## src/design/concat_fmt_pkg.sv

```systemverilog
package concat_fmt_pkg;

    // Bits in one byte lane
    localparam int BYTE_W = 8;

    // Byte lanes in one input beat
    localparam int IN_BYTES = 2;

    // Input beat data width
    localparam int IN_W = IN_BYTES * BYTE_W;

    // Width of the input byte count, wide enough to hold IN_BYTES
    localparam int IN_CNT_W = $clog2(IN_BYTES + 1);

    // Valid bytes in an input beat, 1 or 2
    typedef logic [IN_CNT_W-1:0] in_count_t;

    // Output word size in bytes unless the top level overrides it
    localparam int OUT_BYTES_DEFAULT = 8;

endpackage : concat_fmt_pkg

```

## src/design/concat_stat_pkg.sv

```systemverilog
package concat_stat_pkg;

    // Width of every statistics counter
    localparam int STAT_W = 16;

    // Free-running counter value, wraps at 2**STAT_W
    typedef logic [STAT_W-1:0] stat_count_t;

endpackage : concat_stat_pkg

```

## src/design/concat_stream_if.sv

```systemverilog
`timescale 1ns/1ps

// One ready/valid stream
// A beat moves on a rising edge with valid and ready both high
interface concat_stream_if #(
    parameter int DATA_W = concat_fmt_pkg::IN_W,
    parameter int CNT_W  = concat_fmt_pkg::IN_CNT_W
);

    logic [DATA_W-1:0] data;
    logic [CNT_W-1:0]  bytes;
    logic              last;
    logic              valid;
    logic              ready;

    // Producer side
    modport source (
        output data,
        output bytes,
        output last,
        output valid,
        input  ready
    );

    // Consumer side
    modport sink (
        input  data,
        input  bytes,
        input  last,
        input  valid,
        output ready
    );

endinterface : concat_stream_if

```

## src/design/concat_packer.sv

```systemverilog
`timescale 1ns/1ps

module concat_packer #(
    parameter int OUT_BYTES = concat_fmt_pkg::OUT_BYTES_DEFAULT
) (
    input  logic            i_clock,
    input  logic            i_reset,
    concat_stream_if.sink   s,
    concat_stream_if.source m
);

    localparam int BYTE_W = concat_fmt_pkg::BYTE_W;
    localparam int OUT_W  = OUT_BYTES * BYTE_W;
    localparam int CNT_W  = $clog2(OUT_BYTES + 1);
    // One extra bit so fill plus beat never overflows
    localparam int SUM_W  = CNT_W + 1;

    logic [OUT_W-1:0]  acc_q;
    logic [OUT_W-1:0]  merged;
    logic [OUT_W-1:0]  out_data_q;
    logic [CNT_W-1:0]  fill_q;
    logic [CNT_W-1:0]  out_bytes_q;
    logic [BYTE_W-1:0] spill_q;
    logic [BYTE_W-1:0] byte_lo;
    logic [BYTE_W-1:0] byte_hi;
    logic [SUM_W-1:0]  fill_sum;

    concat_fmt_pkg::in_count_t beat_cnt;

    logic spill_last_q;
    logic out_last_q;
    logic out_valid_q;
    logic out_free;
    logic in_fire;
    logic out_fire;
    logic word_full;
    logic word_spill;
    logic emit;
    logic flush_spill;

    assign beat_cnt = s.bytes;
    assign byte_lo  = s.data[BYTE_W-1:0];
    assign byte_hi  = s.data[concat_fmt_pkg::IN_W-1 -: BYTE_W];

    // Output register is free when empty or drained this cycle
    assign out_fire    = out_valid_q && m.ready;
    assign out_free    = !out_valid_q || m.ready;
    assign flush_spill = spill_last_q && out_free;

    // Input stalls for the lone spill word
    assign s.ready  = out_free && !spill_last_q;
    assign in_fire  = s.valid && s.ready;

    assign fill_sum   = SUM_W'(fill_q) + SUM_W'(beat_cnt);
    assign word_full  = fill_sum >= SUM_W'(OUT_BYTES);
    assign word_spill = fill_sum > SUM_W'(OUT_BYTES);
    assign emit       = in_fire && (word_full || s.last);

    assign m.data  = out_data_q;
    assign m.bytes = out_bytes_q;
    assign m.last  = out_last_q;
    assign m.valid = out_valid_q;

    // Old bytes below the fill point, new bytes on top, zeros above
    always_comb begin
        for (int i = 0; i < OUT_BYTES; i++) begin
            if (i < int'(fill_q)) begin
                merged[i*BYTE_W +: BYTE_W] = acc_q[i*BYTE_W +: BYTE_W];
            end else if (i == int'(fill_q)) begin
                merged[i*BYTE_W +: BYTE_W] = byte_lo;
            end else if (beat_cnt == concat_fmt_pkg::IN_BYTES && i == int'(fill_q) + 1) begin
                merged[i*BYTE_W +: BYTE_W] = byte_hi;
            end else begin
                merged[i*BYTE_W +: BYTE_W] = '0;
            end
        end
    end

    always_ff @(posedge i_clock) begin
        if (i_reset) begin
            fill_q       <= '0;
            spill_last_q <= 1'b0;
            out_valid_q  <= 1'b0;
        end else begin
            if (out_fire) begin
                out_valid_q <= 1'b0;
            end
            if (flush_spill) begin
                out_valid_q  <= 1'b1;
                spill_last_q <= 1'b0;
            end else if (in_fire) begin
                if (emit) begin
                    out_valid_q <= 1'b1;
                end
                if (word_spill) begin
                    // High byte opens the next word or goes out alone
                    fill_q       <= s.last ? '0 : CNT_W'(1);
                    spill_last_q <= s.last;
                end else if (emit) begin
                    fill_q <= '0;
                end else begin
                    fill_q <= fill_sum[CNT_W-1:0];
                end
            end
        end
    end

    always_ff @(posedge i_clock) begin
        if (flush_spill) begin
            out_data_q  <= OUT_W'(spill_q);
            out_bytes_q <= CNT_W'(1);
            out_last_q  <= 1'b1;
        end else if (emit) begin
            out_data_q  <= merged;
            out_bytes_q <= word_full ? CNT_W'(OUT_BYTES) : fill_sum[CNT_W-1:0];
            out_last_q  <= s.last && !word_spill;
        end
        if (in_fire && word_spill) begin
            spill_q <= byte_hi;
            acc_q   <= OUT_W'(byte_hi);
        end else if (in_fire && !emit) begin
            acc_q <= merged;
        end
    end

    // Upstream only ever hands over one or two bytes
    a_in_count: assert property (
        @(posedge i_clock) disable iff (i_reset)
        (s.valid && s.ready) |-> (s.bytes inside {2'd1, 2'd2})
    );

    // Every emitted word carries at least one byte
    a_out_count: assert property (
        @(posedge i_clock) disable iff (i_reset)
        m.valid |-> (m.bytes != '0)
    );

endmodule : concat_packer

```

## src/design/concat_skid.sv

```systemverilog
`timescale 1ns/1ps

module concat_skid #(
    parameter int WIDTH = 19
) (
    input  logic            i_clock,
    input  logic            i_reset,
    concat_stream_if.sink   s,
    concat_stream_if.source m
);

    // Bit 0 of the state doubles as the output valid flag
    typedef enum logic [1:0] {
        ST_EMPTY = 2'b00,
        ST_ONE   = 2'b01,
        ST_TWO   = 2'b11
    } state_t;

    state_t state_q;
    state_t state_d;

    logic [WIDTH-1:0] in_word;
    logic [WIDTH-1:0] out_q;
    logic [WIDTH-1:0] skid_q;

    logic ready_q;
    logic in_fire;
    logic out_fire;
    logic load_in;
    logic load_skid;
    logic load_from_skid;

    // Flatten the stream fields into one stored word
    assign in_word = {s.data, s.bytes, s.last};

    assign s.ready  = ready_q;
    assign m.valid  = state_q[0];
    assign {m.data, m.bytes, m.last} = out_q;

    assign in_fire  = s.valid && ready_q;
    assign out_fire = state_q[0] && m.ready;

    always_comb begin
        state_d        = state_q;
        load_in        = 1'b0;
        load_skid      = 1'b0;
        load_from_skid = 1'b0;
        case (state_q)
            ST_EMPTY: begin
                if (in_fire) begin
                    load_in = 1'b1;
                    state_d = ST_ONE;
                end
            end
            ST_ONE: begin
                case ({in_fire, out_fire})
                    2'b11: begin
                        load_in = 1'b1;
                    end
                    2'b10: begin
                        // Ready was still high, catch the late beat
                        load_skid = 1'b1;
                        state_d   = ST_TWO;
                    end
                    2'b01: begin
                        state_d = ST_EMPTY;
                    end
                    default: begin
                    end
                endcase
            end
            ST_TWO: begin
                // Input is held off here, only drain
                if (out_fire) begin
                    load_from_skid = 1'b1;
                    state_d        = ST_ONE;
                end
            end
            default: begin
                state_d = ST_EMPTY;
            end
        endcase
    end

    always_ff @(posedge i_clock) begin
        if (i_reset) begin
            state_q <= ST_EMPTY;
            ready_q <= 1'b0;
        end else begin
            state_q <= state_d;
            ready_q <= (state_d != ST_TWO);
        end
    end

    always_ff @(posedge i_clock) begin
        if (load_in) begin
            out_q <= in_word;
        end else if (load_from_skid) begin
            out_q <= skid_q;
        end
        if (load_skid) begin
            skid_q <= in_word;
        end
    end

    // A stalled output word must not move or vanish
    a_hold_stable: assert property (
        @(posedge i_clock) disable iff (i_reset)
        (m.valid && !m.ready) |=> (m.valid && $stable(out_q))
    );

endmodule : concat_skid

```

## src/design/concat_stats.sv

```systemverilog
`timescale 1ns/1ps

module concat_stats (
    input  logic                        i_clock,
    input  logic                        i_reset,
    input  logic                        i_valid,
    input  logic                        i_ready,
    input  logic                        i_last,
    output concat_stat_pkg::stat_count_t o_word_count,
    output concat_stat_pkg::stat_count_t o_packet_count
);

    concat_stat_pkg::stat_count_t word_q;
    concat_stat_pkg::stat_count_t packet_q;

    logic xfer;

    // Count only completed handshakes on the output stream
    assign xfer = i_valid && i_ready;

    always_ff @(posedge i_clock) begin
        if (i_reset) begin
            word_q   <= '0;
            packet_q <= '0;
        end else begin
            if (xfer) begin
                word_q <= word_q + 1'b1;
            end
            // The word with last closes a packet
            if (xfer && i_last) begin
                packet_q <= packet_q + 1'b1;
            end
        end
    end

    assign o_word_count   = word_q;
    assign o_packet_count = packet_q;

endmodule : concat_stats

```

## src/design/concat_top.sv

```systemverilog
`timescale 1ns/1ps

module concat_top #(
    parameter int OUT_BYTES = concat_fmt_pkg::OUT_BYTES_DEFAULT,
    localparam int OUT_CNT_W = $clog2(OUT_BYTES + 1)
) (
    input  logic                                       i_clock,
    input  logic                                       i_reset,
    input  logic [concat_fmt_pkg::IN_W-1:0]            i_in_data,
    input  concat_fmt_pkg::in_count_t                  i_in_bytes,
    input  logic                                       i_in_last,
    input  logic                                       i_in_valid,
    output logic                                       o_in_ready,
    output logic [OUT_BYTES*concat_fmt_pkg::BYTE_W-1:0] o_out_data,
    output logic [OUT_CNT_W-1:0]                       o_out_bytes,
    output logic                                       o_out_last,
    output logic                                       o_out_valid,
    input  logic                                       i_out_ready,
    output concat_stat_pkg::stat_count_t               o_word_count,
    output concat_stat_pkg::stat_count_t               o_packet_count
);

    localparam int IN_W       = concat_fmt_pkg::IN_W;
    localparam int IN_CNT_W   = concat_fmt_pkg::IN_CNT_W;
    localparam int OUT_W      = OUT_BYTES * concat_fmt_pkg::BYTE_W;
    // Data, byte count and last packed side by side
    localparam int IN_SKID_W  = IN_W + IN_CNT_W + 1;
    localparam int OUT_SKID_W = OUT_W + OUT_CNT_W + 1;

    concat_stream_if #(.DATA_W(IN_W), .CNT_W(IN_CNT_W)) in_port_if ();
    concat_stream_if #(.DATA_W(IN_W), .CNT_W(IN_CNT_W)) beat_if ();
    concat_stream_if #(.DATA_W(OUT_W), .CNT_W(OUT_CNT_W)) word_if ();
    concat_stream_if #(.DATA_W(OUT_W), .CNT_W(OUT_CNT_W)) out_port_if ();

    // Input pins onto the input skid
    assign in_port_if.data  = i_in_data;
    assign in_port_if.bytes = i_in_bytes;
    assign in_port_if.last  = i_in_last;
    assign in_port_if.valid = i_in_valid;
    assign o_in_ready       = in_port_if.ready;

    // Output skid onto the output pins
    assign o_out_data        = out_port_if.data;
    assign o_out_bytes       = out_port_if.bytes;
    assign o_out_last        = out_port_if.last;
    assign o_out_valid       = out_port_if.valid;
    assign out_port_if.ready = i_out_ready;

    concat_skid #(.WIDTH(IN_SKID_W)) u_skid_in (
        .i_clock (i_clock),
        .i_reset (i_reset),
        .s       (in_port_if.sink),
        .m       (beat_if.source)
    );

    concat_packer #(.OUT_BYTES(OUT_BYTES)) u_packer (
        .i_clock (i_clock),
        .i_reset (i_reset),
        .s       (beat_if.sink),
        .m       (word_if.source)
    );

    concat_skid #(.WIDTH(OUT_SKID_W)) u_skid_out (
        .i_clock (i_clock),
        .i_reset (i_reset),
        .s       (word_if.sink),
        .m       (out_port_if.source)
    );

    concat_stats u_stats (
        .i_clock        (i_clock),
        .i_reset        (i_reset),
        .i_valid        (o_out_valid),
        .i_ready        (i_out_ready),
        .i_last         (o_out_last),
        .o_word_count   (o_word_count),
        .o_packet_count (o_packet_count)
    );

endmodule : concat_top

```

## config.mk

```make
export PLATFORM = sky130hd
export DESIGN_NAME = concat_top
export DESIGN_NICKNAME = d
export VERILOG_FILES = /design/src/design/concat_fmt_pkg.sv /design/src/design/concat_stat_pkg.sv /design/src/design/concat_stream_if.sv /design/src/design/concat_packer.sv /design/src/design/concat_skid.sv /design/src/design/concat_stats.sv /design/src/design/concat_top.sv
export SDC_FILE = /design/constraint.sdc
export NUM_CORES = 1
export LEC_CHECK = 0
export ABC_AREA = 1
export BUFFER_PORTS_ARGS = -buffer_cell sky130_fd_sc_hd__buf_2
export CORE_MARGIN = 2
export CORE_UTILIZATION = 55
export CTS_CLUSTER_SIZE = 24
export DETAILED_ROUTE_END_ITERATION = 8
export GPL_TIMING_DRIVEN = 0
export MAX_ROUTING_LAYER = met4
export PLACE_DENSITY = 0.74
export SLEW_MARGIN = 20
export SYNTH_ARGS = -nofsm -noshare
export SYNTH_HDL_FRONTEND = slang
export SYNTH_SLANG_ARGS = --single-unit
```

## constraint.sdc

```tcl
create_clock -name i_clock -period 9.25 [get_ports i_clock]
set_input_delay 1.85 -clock i_clock [delete_from_list [all_inputs] [get_ports i_clock]]
set_output_delay 1.85 -clock i_clock [all_outputs]
set_load 0.01 [all_outputs]
```

==> results.yml, run 1 <==
min_path:
  hp-start: "u_packer.m.bytes[1]$_SDFFE_PP0P_"
  min_path_type: "reg -> reg"
clock_tree:
  clk_pin_slew_ns: 0.06
  h-tree-depth: 2
  worstSkewPairLatency_ns: 0.53
  cts_root_buf: "clkbuf_16"
  cts-resized-gates: 0
  hold_buffers: 0
  cts_sinks: 361
  tritoncts: "built"
  post-cts-setup-buffers: 0
  clock_path_buffers: 3
  cts_inserted_buffers: 38
global_routing:
  grt_pass1_vias: 11341
  grt_usage_pct: 27.3
  gr-total-overflow: 0
  grt_first_pass_wirelength_um: 59200
  antenna_found_initial: 0
  grt_max_degree: 29
logic_synthesis:
  ys_types: 37
  netlist_top_cells_area: "edfxtp_1, dfxtp_1, nand2_1, nor2_1, a21oi_1"
  synth_area_leader_cell: "edfxtp_1"
  yosys-top-cells-count: "nand2_1, edfxtp_1, nor2_1, dfxtp_1, a21oi_1"
  synth_area_um2: 15000
  syn-mean-instance-area_um2: 8.87
  synth_cells: 1690
  syn_nets: 1722
  synth-seq-cells: 361
  ys.warnings.count: 0
  synthMostInstantiatedCell: "nand2_1"
  synth_top_area_share_pct: 40.1
  synth_seq_area_share_pct: 61.6
  async_flop_share_pct: 0
  synth_edf_count: 200
  synth-main-ff-cell: "edfxtp_1"
critical_path:
  cpMaxStageDelayCell: "clkbuf_1"
  worst_setup_path_end_kind: "register"
  crit_start: "i_out_ready"
  cp_top_family: "buffers and inverters"
  worst_path_most_repeated_cell: "nand2_1"
  reg2reg_from: "u_skid_out.state_q[0]$_SDFF_PP0_"
  cp.required_ns: 9.51
  max_stage_delay_ns: 0.58
  path_cells: "buf_2 -> nand2_1 -> inv_1 -> clkbuf_1 -> ha_1 -> nand2_1 -> nand2_1 -> inv_2 -> clkbuf_1 -> o21ai_4 -> buf_16 -> buf_16"
  critPathBufInv: 7
  worst-setup-path-type: "in -> reg"
  crit_arrival_ns: 4.70
  crit_path_start_kind: "primary input"
  worst-path-max-fanout: 26
routing:
  drtIter0Drc: 1056
  dr.pass1.iters: 5
  wl_per_cell_um: 16.9
  detail-route-antenna-nets: 0
  m1WireLength_um: 15900
  drcViolationCount: 0
  wl_met2_um: 17400
  maxUsedRoutingLayer: "met4"
  wl_met3_um: 2930
  vias_per_cell: 5.41
  via_count: 12048
  finalWirelength_um: 37600
floorplan:
  die_height_um: 169
  start_util_pct: 55.8
  dieArea_um2: 28600
  dieWidth_um: 169
  core_um2: 26900
  ioPinCount: 126
  rows: 60
cells_and_area:
  final_core_util_pct: 64.9
  n_fill_cell: 2250
  drive_above_1_share_pct: 13.6
  num_antenna_cells: 0
  fin_area_um2: 17500
  nNetsFinal: 1891
  syn2layout_area_growth_pct: 16.4
placed_design:
  gp_routability_congestion: 0.971
  place.port_buffers: 124
  post-dp-hpwl_um: 26400
  place_area_um2: 16200
pwr:
  p_total_w: 0.00363
  p_leak_nw: 7.35
  peakVddDrop_mv: 0.117
  intPower_w: 0.00281
  pwr-share-clk_pct: 42.9
  combPwrFrac_pct: 5.5
  p_seq_share_pct: 51.7
  power.density_nw_per_um2: 208
  power.switching_w: 0.000817
  switching_share_pct: 22.5
status:
  status: "finished clean"
timing:
  worstMarginPinSlew_ns: 0.850
  fmax_mhz: 225
  finalSetupViolations: 0
  rsz0062_at_grt: "no"
  fin_hold_ws_ns: 0.443
  fin_crit_sh_pct: 48.0
  slew_viol_final: 0
  final-hold-violation-count: 0
  fin_crit_ns: 4.44
  max_slew_margin_pct: 43.3
  finClkSkew_ns: 0.0235
run:
  maxCapViolations: 0
==> layout by cell type, fill, tap and decap left out, types with 2 or more instances in the layout <==
master,instances
xor2_1,5
buf_4,5
clkinv_2,5
o211ai_1,26
clkinv_1,5
nor2_1,180
a31oi_1,2
buf_2,151
xnor2_1,4
buf_1,8
buf_6,6
clkbuf_16,40
o21ai_0,63
bufinv_16,4
inv_6,2
a21oi_1,94
nand3_1,64
inv_2,8
nand4_1,5
nor2_4,6
clkbuf_1,34
edfxtp_1,200
inv_1,80
nand2_2,6
and2_1,2
nor3_1,18
buf_16,3
dfxtp_1,161
o31ai_1,2
ha_1,8
nor2_2,6
nand2_1,666
clkbuf_8,4
==> stage by stage <==
stage	worst slack [ns]	cells	TNS [ns]
2_1_floorplan	1.63	1690	0
3_3_place_gp	-0.149	2155	-9.15
3_5_place_dp	4.30	2160	0
4_1_cts	4.81	2229	0
5_1_grt	4.57	2229	0
6_report	4.81	2229	0
==> final timing paths <==
check,end,slack [ns],cells past startpoint
hold reg to reg,u_skid_out.skid_q[2]$_DFFE_PP_,0.44,0
setup / recovery,u_skid_out.out_q[26]$_DFFE_PP_,4.81,12
setup reg to reg,u_skid_out.out_q[26]$_DFFE_PP_,5.86,11
hold / removal,u_skid_out.skid_q[2]$_DFFE_PP_,0.44,0
==> layout make-up <==
class	count	area, um^2	share of cell area (%)
flip-flops and latches	361	9230	52.9
multi-input cells	1168	5090	29.2
clock buffers	52	1090	6.22
repair buffers	129	734	4.21
well taps	341	427	2.44
plain buffers	72	362	2.07
inverters	89	334	1.91
clock inverters	17	193	1.10
==> registers in the layout (all words and copies together), names as in the netlist, 2 cells and up <==
signal	flops
u_skid_out.out_q	69
u_skid_out.skid_q	69
u_packer.acc_q	64
u_packer.m.data	64
u_skid_in.out_q	19
u_skid_in.skid_q	19
u_stats.o_packet_count	16
u_stats.o_word_count	16
u_packer.spill_q	8
u_packer.fill_q	4
u_packer.m.bytes	4
u_skid_in.state_q	2
u_skid_out.state_q	2
==> power by group through the flow <==
| stage | Clock [W] | Combinational [W] | Sequential [W] |
|---|---|---|---|
| CTS | 0.00156 | 0.000198 | 0.00187 |
| detailed placement | 0 | 0.000196 | 0.00190 |
| global route | 0.00164 | 0.000225 | 0.00188 |
| finish | 0.00155 | 0.000199 | 0.00187 |
| floorplan | 0 | 0.000138 | 0.00188 |
| global placement | 0 | 0.000186 | 0.00190 |
==> per-layer routing <==
layer | vias to the layer above | GRT usage (%)
met5 | - | -
met4 | 0 | 9.62
met3 | 108 | 4.23
met2 | 524 | 43.7
met1 | 5567 | 35.6
li1 | 5849 | -
==> cell families after synthesis <==
| logic type | Yosys count | share of synthesized area [%] |
|---|---|---|
| fa+ha+maj | 9 | 0.801 |
| buf+inv | 161 | 4.64 |
| simple gates | 960 | 25.6 |
| xor+xnor | 9 | 0.526 |
| compound gates | 190 | 6.83 |
| flops | 361 | 61.6 |
Note: power is estimated with default switching activity, not from simulation.
==> run 2: changes to the inputs <==
==> constraint.sdc (replaced) <==
create_clock -name i_clock -period 4.1 [get_ports i_clock]
set_input_delay 0.82 -clock i_clock [delete_from_list [all_inputs] [get_ports i_clock]]
set_output_delay 0.82 -clock i_clock [all_outputs]
set_load 0.01 [all_outputs]
==> run 2 against run 1 <==
  * Critical path depth unchanged
  * Clock skew shrank 0.0039 ns
  * Flip-flop and latch count unchanged
  * Highest routed layer unchanged
  * Combinational power increased by 130%
  * First-iteration DRC count increased by 15%
  * Largest cell class unchanged
  * Sequential power rose by 130%
  * Via count is 0.69% lower
  * Clock power grew 120%
  * Die area stayed put
  * Clock-buffer cell count increased by 2
  * Core utilization is 0.26 points lower
  * Sequential share of layout area up 0.21 points
==> results.yml, run 2 (synthesis gave the netlist of run 1 again) <==
status:
  status: "finished clean"
critical_path:
  reg2reg_from: "u_skid_out.state_q[0]$_SDFF_PP0_"
  crit_arrival_ns: 3.69
  cpMaxStageDelayCell: "clkbuf_1"
  crit_path_start_kind: "primary input"
  r2r_setup_slack_ns: 0.70
  worst_path_most_repeated_cell: "nand2_1"
  crit_start: "i_out_ready"
  worst-path-max-fanout: 26
  critPathBufInv: 7
  r2r-end: "u_skid_out.out_q[23]$_DFFE_PP_"
  cp_top_family: "buffers and inverters"
  cp.required_ns: 4.37
  max_stage_delay_ns: 0.59
  worst-setup-path-type: "in -> reg"
  r2r_cells: 11
  path_cells: "buf_2 -> nand2_1 -> inv_1 -> clkbuf_1 -> ha_1 -> nand2_1 -> nand2_1 -> inv_2 -> clkbuf_1 -> o21ai_4 -> buf_16 -> buf_16"
  worst_setup_path_end_kind: "register"
timing:
  worstMarginPinSlew_ns: 0.858
  final-hold-violation-count: 0
  fin_crit_ns: 3.42
  finalSetupViolations: 0
  fin_hold_ws_ns: 0.429
  finClkSkew_ns: 0.0196
  slew_viol_final: 0
  rsz0062_at_grt: "no"
  fmax_mhz: 292
  fin_crit_sh_pct: 83.5
  max_slew_margin_pct: 42.8
clock_tree:
  cts_sinks: 361
  clk_pin_slew_ns: 0.06
  cts_root_buf: "clkbuf_16"
  clock_path_buffers: 3
  post-cts-setup-buffers: 0
  h-tree-depth: 2
  cts_inserted_buffers: 38
  hold_buffers: 0
  worstSkewPairLatency_ns: 0.53
  tritoncts: "built"
  cts-resized-gates: 0
routing:
  detail-route-antenna-nets: 0
  dr.pass1.iters: 6
  vias_per_cell: 5.37
  via_count: 11965
  drcViolationCount: 0
  wl_per_cell_um: 16.8
  drtIter0Drc: 1210
  finalWirelength_um: 37400
pwr:
  p_seq_share_pct: 52.7
  p_leak_nw: 7.32
  peakVddDrop_mv: 0.323
  power.switching_w: 0.00184
  power.density_nw_per_um2: 461
  pwr-share-clk_pct: 41.7
  combPwrFrac_pct: 5.6
  switching_share_pct: 23.0
  intPower_w: 0.00617
run:
  maxCapViolations: 0
placed_design:
  place_inst: 2160
  post-dp-hpwl_um: 26500
  gp_routability_congestion: 0.947
  place.port_buffers: 124
floorplan:
  dieWidth_um: 169
  start_util_pct: 55.8
  ioPinCount: 126
  die_height_um: 169
  dieArea_um2: 28600
  core_um2: 26900
  rows: 60
cells_and_area:
  nNetsFinal: 1891
  final_core_util_pct: 64.7
  multiInputGateArea_um2: 5090
  fin_cells: 2230
  n_fill_cell: 2233
  seqCellArea_um2: 9230
  syn2layout_area_growth_pct: 16.0
  num_antenna_cells: 0
  most-common-layout-cells: "nand2_1, edfxtp_1, nor2_1, dfxtp_1, buf_2"
  drive_above_1_share_pct: 13.7
  reg_top3: "u_skid_out.out_q (69), u_skid_out.skid_q (69)"
  final_common_cell: "nand2_1"
global_routing:
  grt_pass1_vias: 11107
  antenna_found_initial: 0
  grt_usage_pct: 26.9
  grt_first_pass_wirelength_um: 58600
  grt_max_degree: 30
  gr-total-overflow: 0
min_path:
  hold_depth: 0
  min_path_type: "reg -> reg"
  hold_end: "u_skid_out.skid_q[3]$_DFFE_PP_"
  hp-start: "u_packer.m.bytes[2]$_SDFFE_PP0P_"
## run 2: cell count changes in the layout (fill, tap and decap cells not counted), sizes merged
cell	change
clkbuf	+2
clkinv	+3
inv	-3
clkinvlp	+2
bufinv	-3
## run 2: worst max-delay path by stage
stage,end,slack (ns),depth (start not counted)
floorplan,u_skid_out.skid_q[0]$_DFFE_PP_,0.38,5
global placement,u_skid_out.skid_q[27]$_DFFE_PP_,-0.79,6
detailed placement,u_skid_out.out_q[24]$_DFFE_PP_,0.16,12
CTS,u_skid_out.out_q[19]$_DFFE_PP_,0.69,12
global route,u_skid_out.out_q[19]$_DFFE_PP_,0.47,11
finish,u_skid_out.out_q[23]$_DFFE_PP_,0.68,12
## run 2: power groups by stage
stage                     registers [W]  logic (W)  clock network, W
final                           0.00423   0.000449           0.00334
after global routing            0.00425   0.000512           0.00352
after CTS                       0.00422   0.000447           0.00337
after detailed placement        0.00430   0.000444                 0
after global placement          0.00429   0.000421                 0
after floorplan                 0.00424   0.000312                 0
## run 2: area by class of cell
class / instances / share of cell area (%)
clock inverters: 16 / 0.641
plain buffers: 72 / 2.08
multi-input cells: 1168 / 29.3
well taps: 341 / 2.45
inverters: 89 / 1.92
flip-flops and latches: 361 / 53.1
repair buffers: 129 / 4.18
clock buffers: 54 / 6.36
## run 2: layer usage
metal | global-route usage (%) | wire (um) | share of wire [%]
met4 | 8.77 | 1160 | 3.1
met3 | 3.32 | 2630 | 7.0
met2 | 42.2 | 17100 | 46
met5 | - | 0 | 0
met1 | 36.8 | 16500 | 44
## run 2: per-stage QoR
stage / worst slack, ns / power (W) / TNS [ns] / instance area, um^2
after global routing: 0.467 / 0.00828 / 0 / 17400
after CTS: 0.689 / 0.00804 / 0 / 17400
final: 0.676 / 0.00802 / 0 / 17400
after floorplan: 0.380 / 0.00456 / 0 / 15000
after detailed placement: 0.161 / 0.00474 / 0 / 16200
after global placement: -0.791 / 0.00471 / -73.34 / 16000
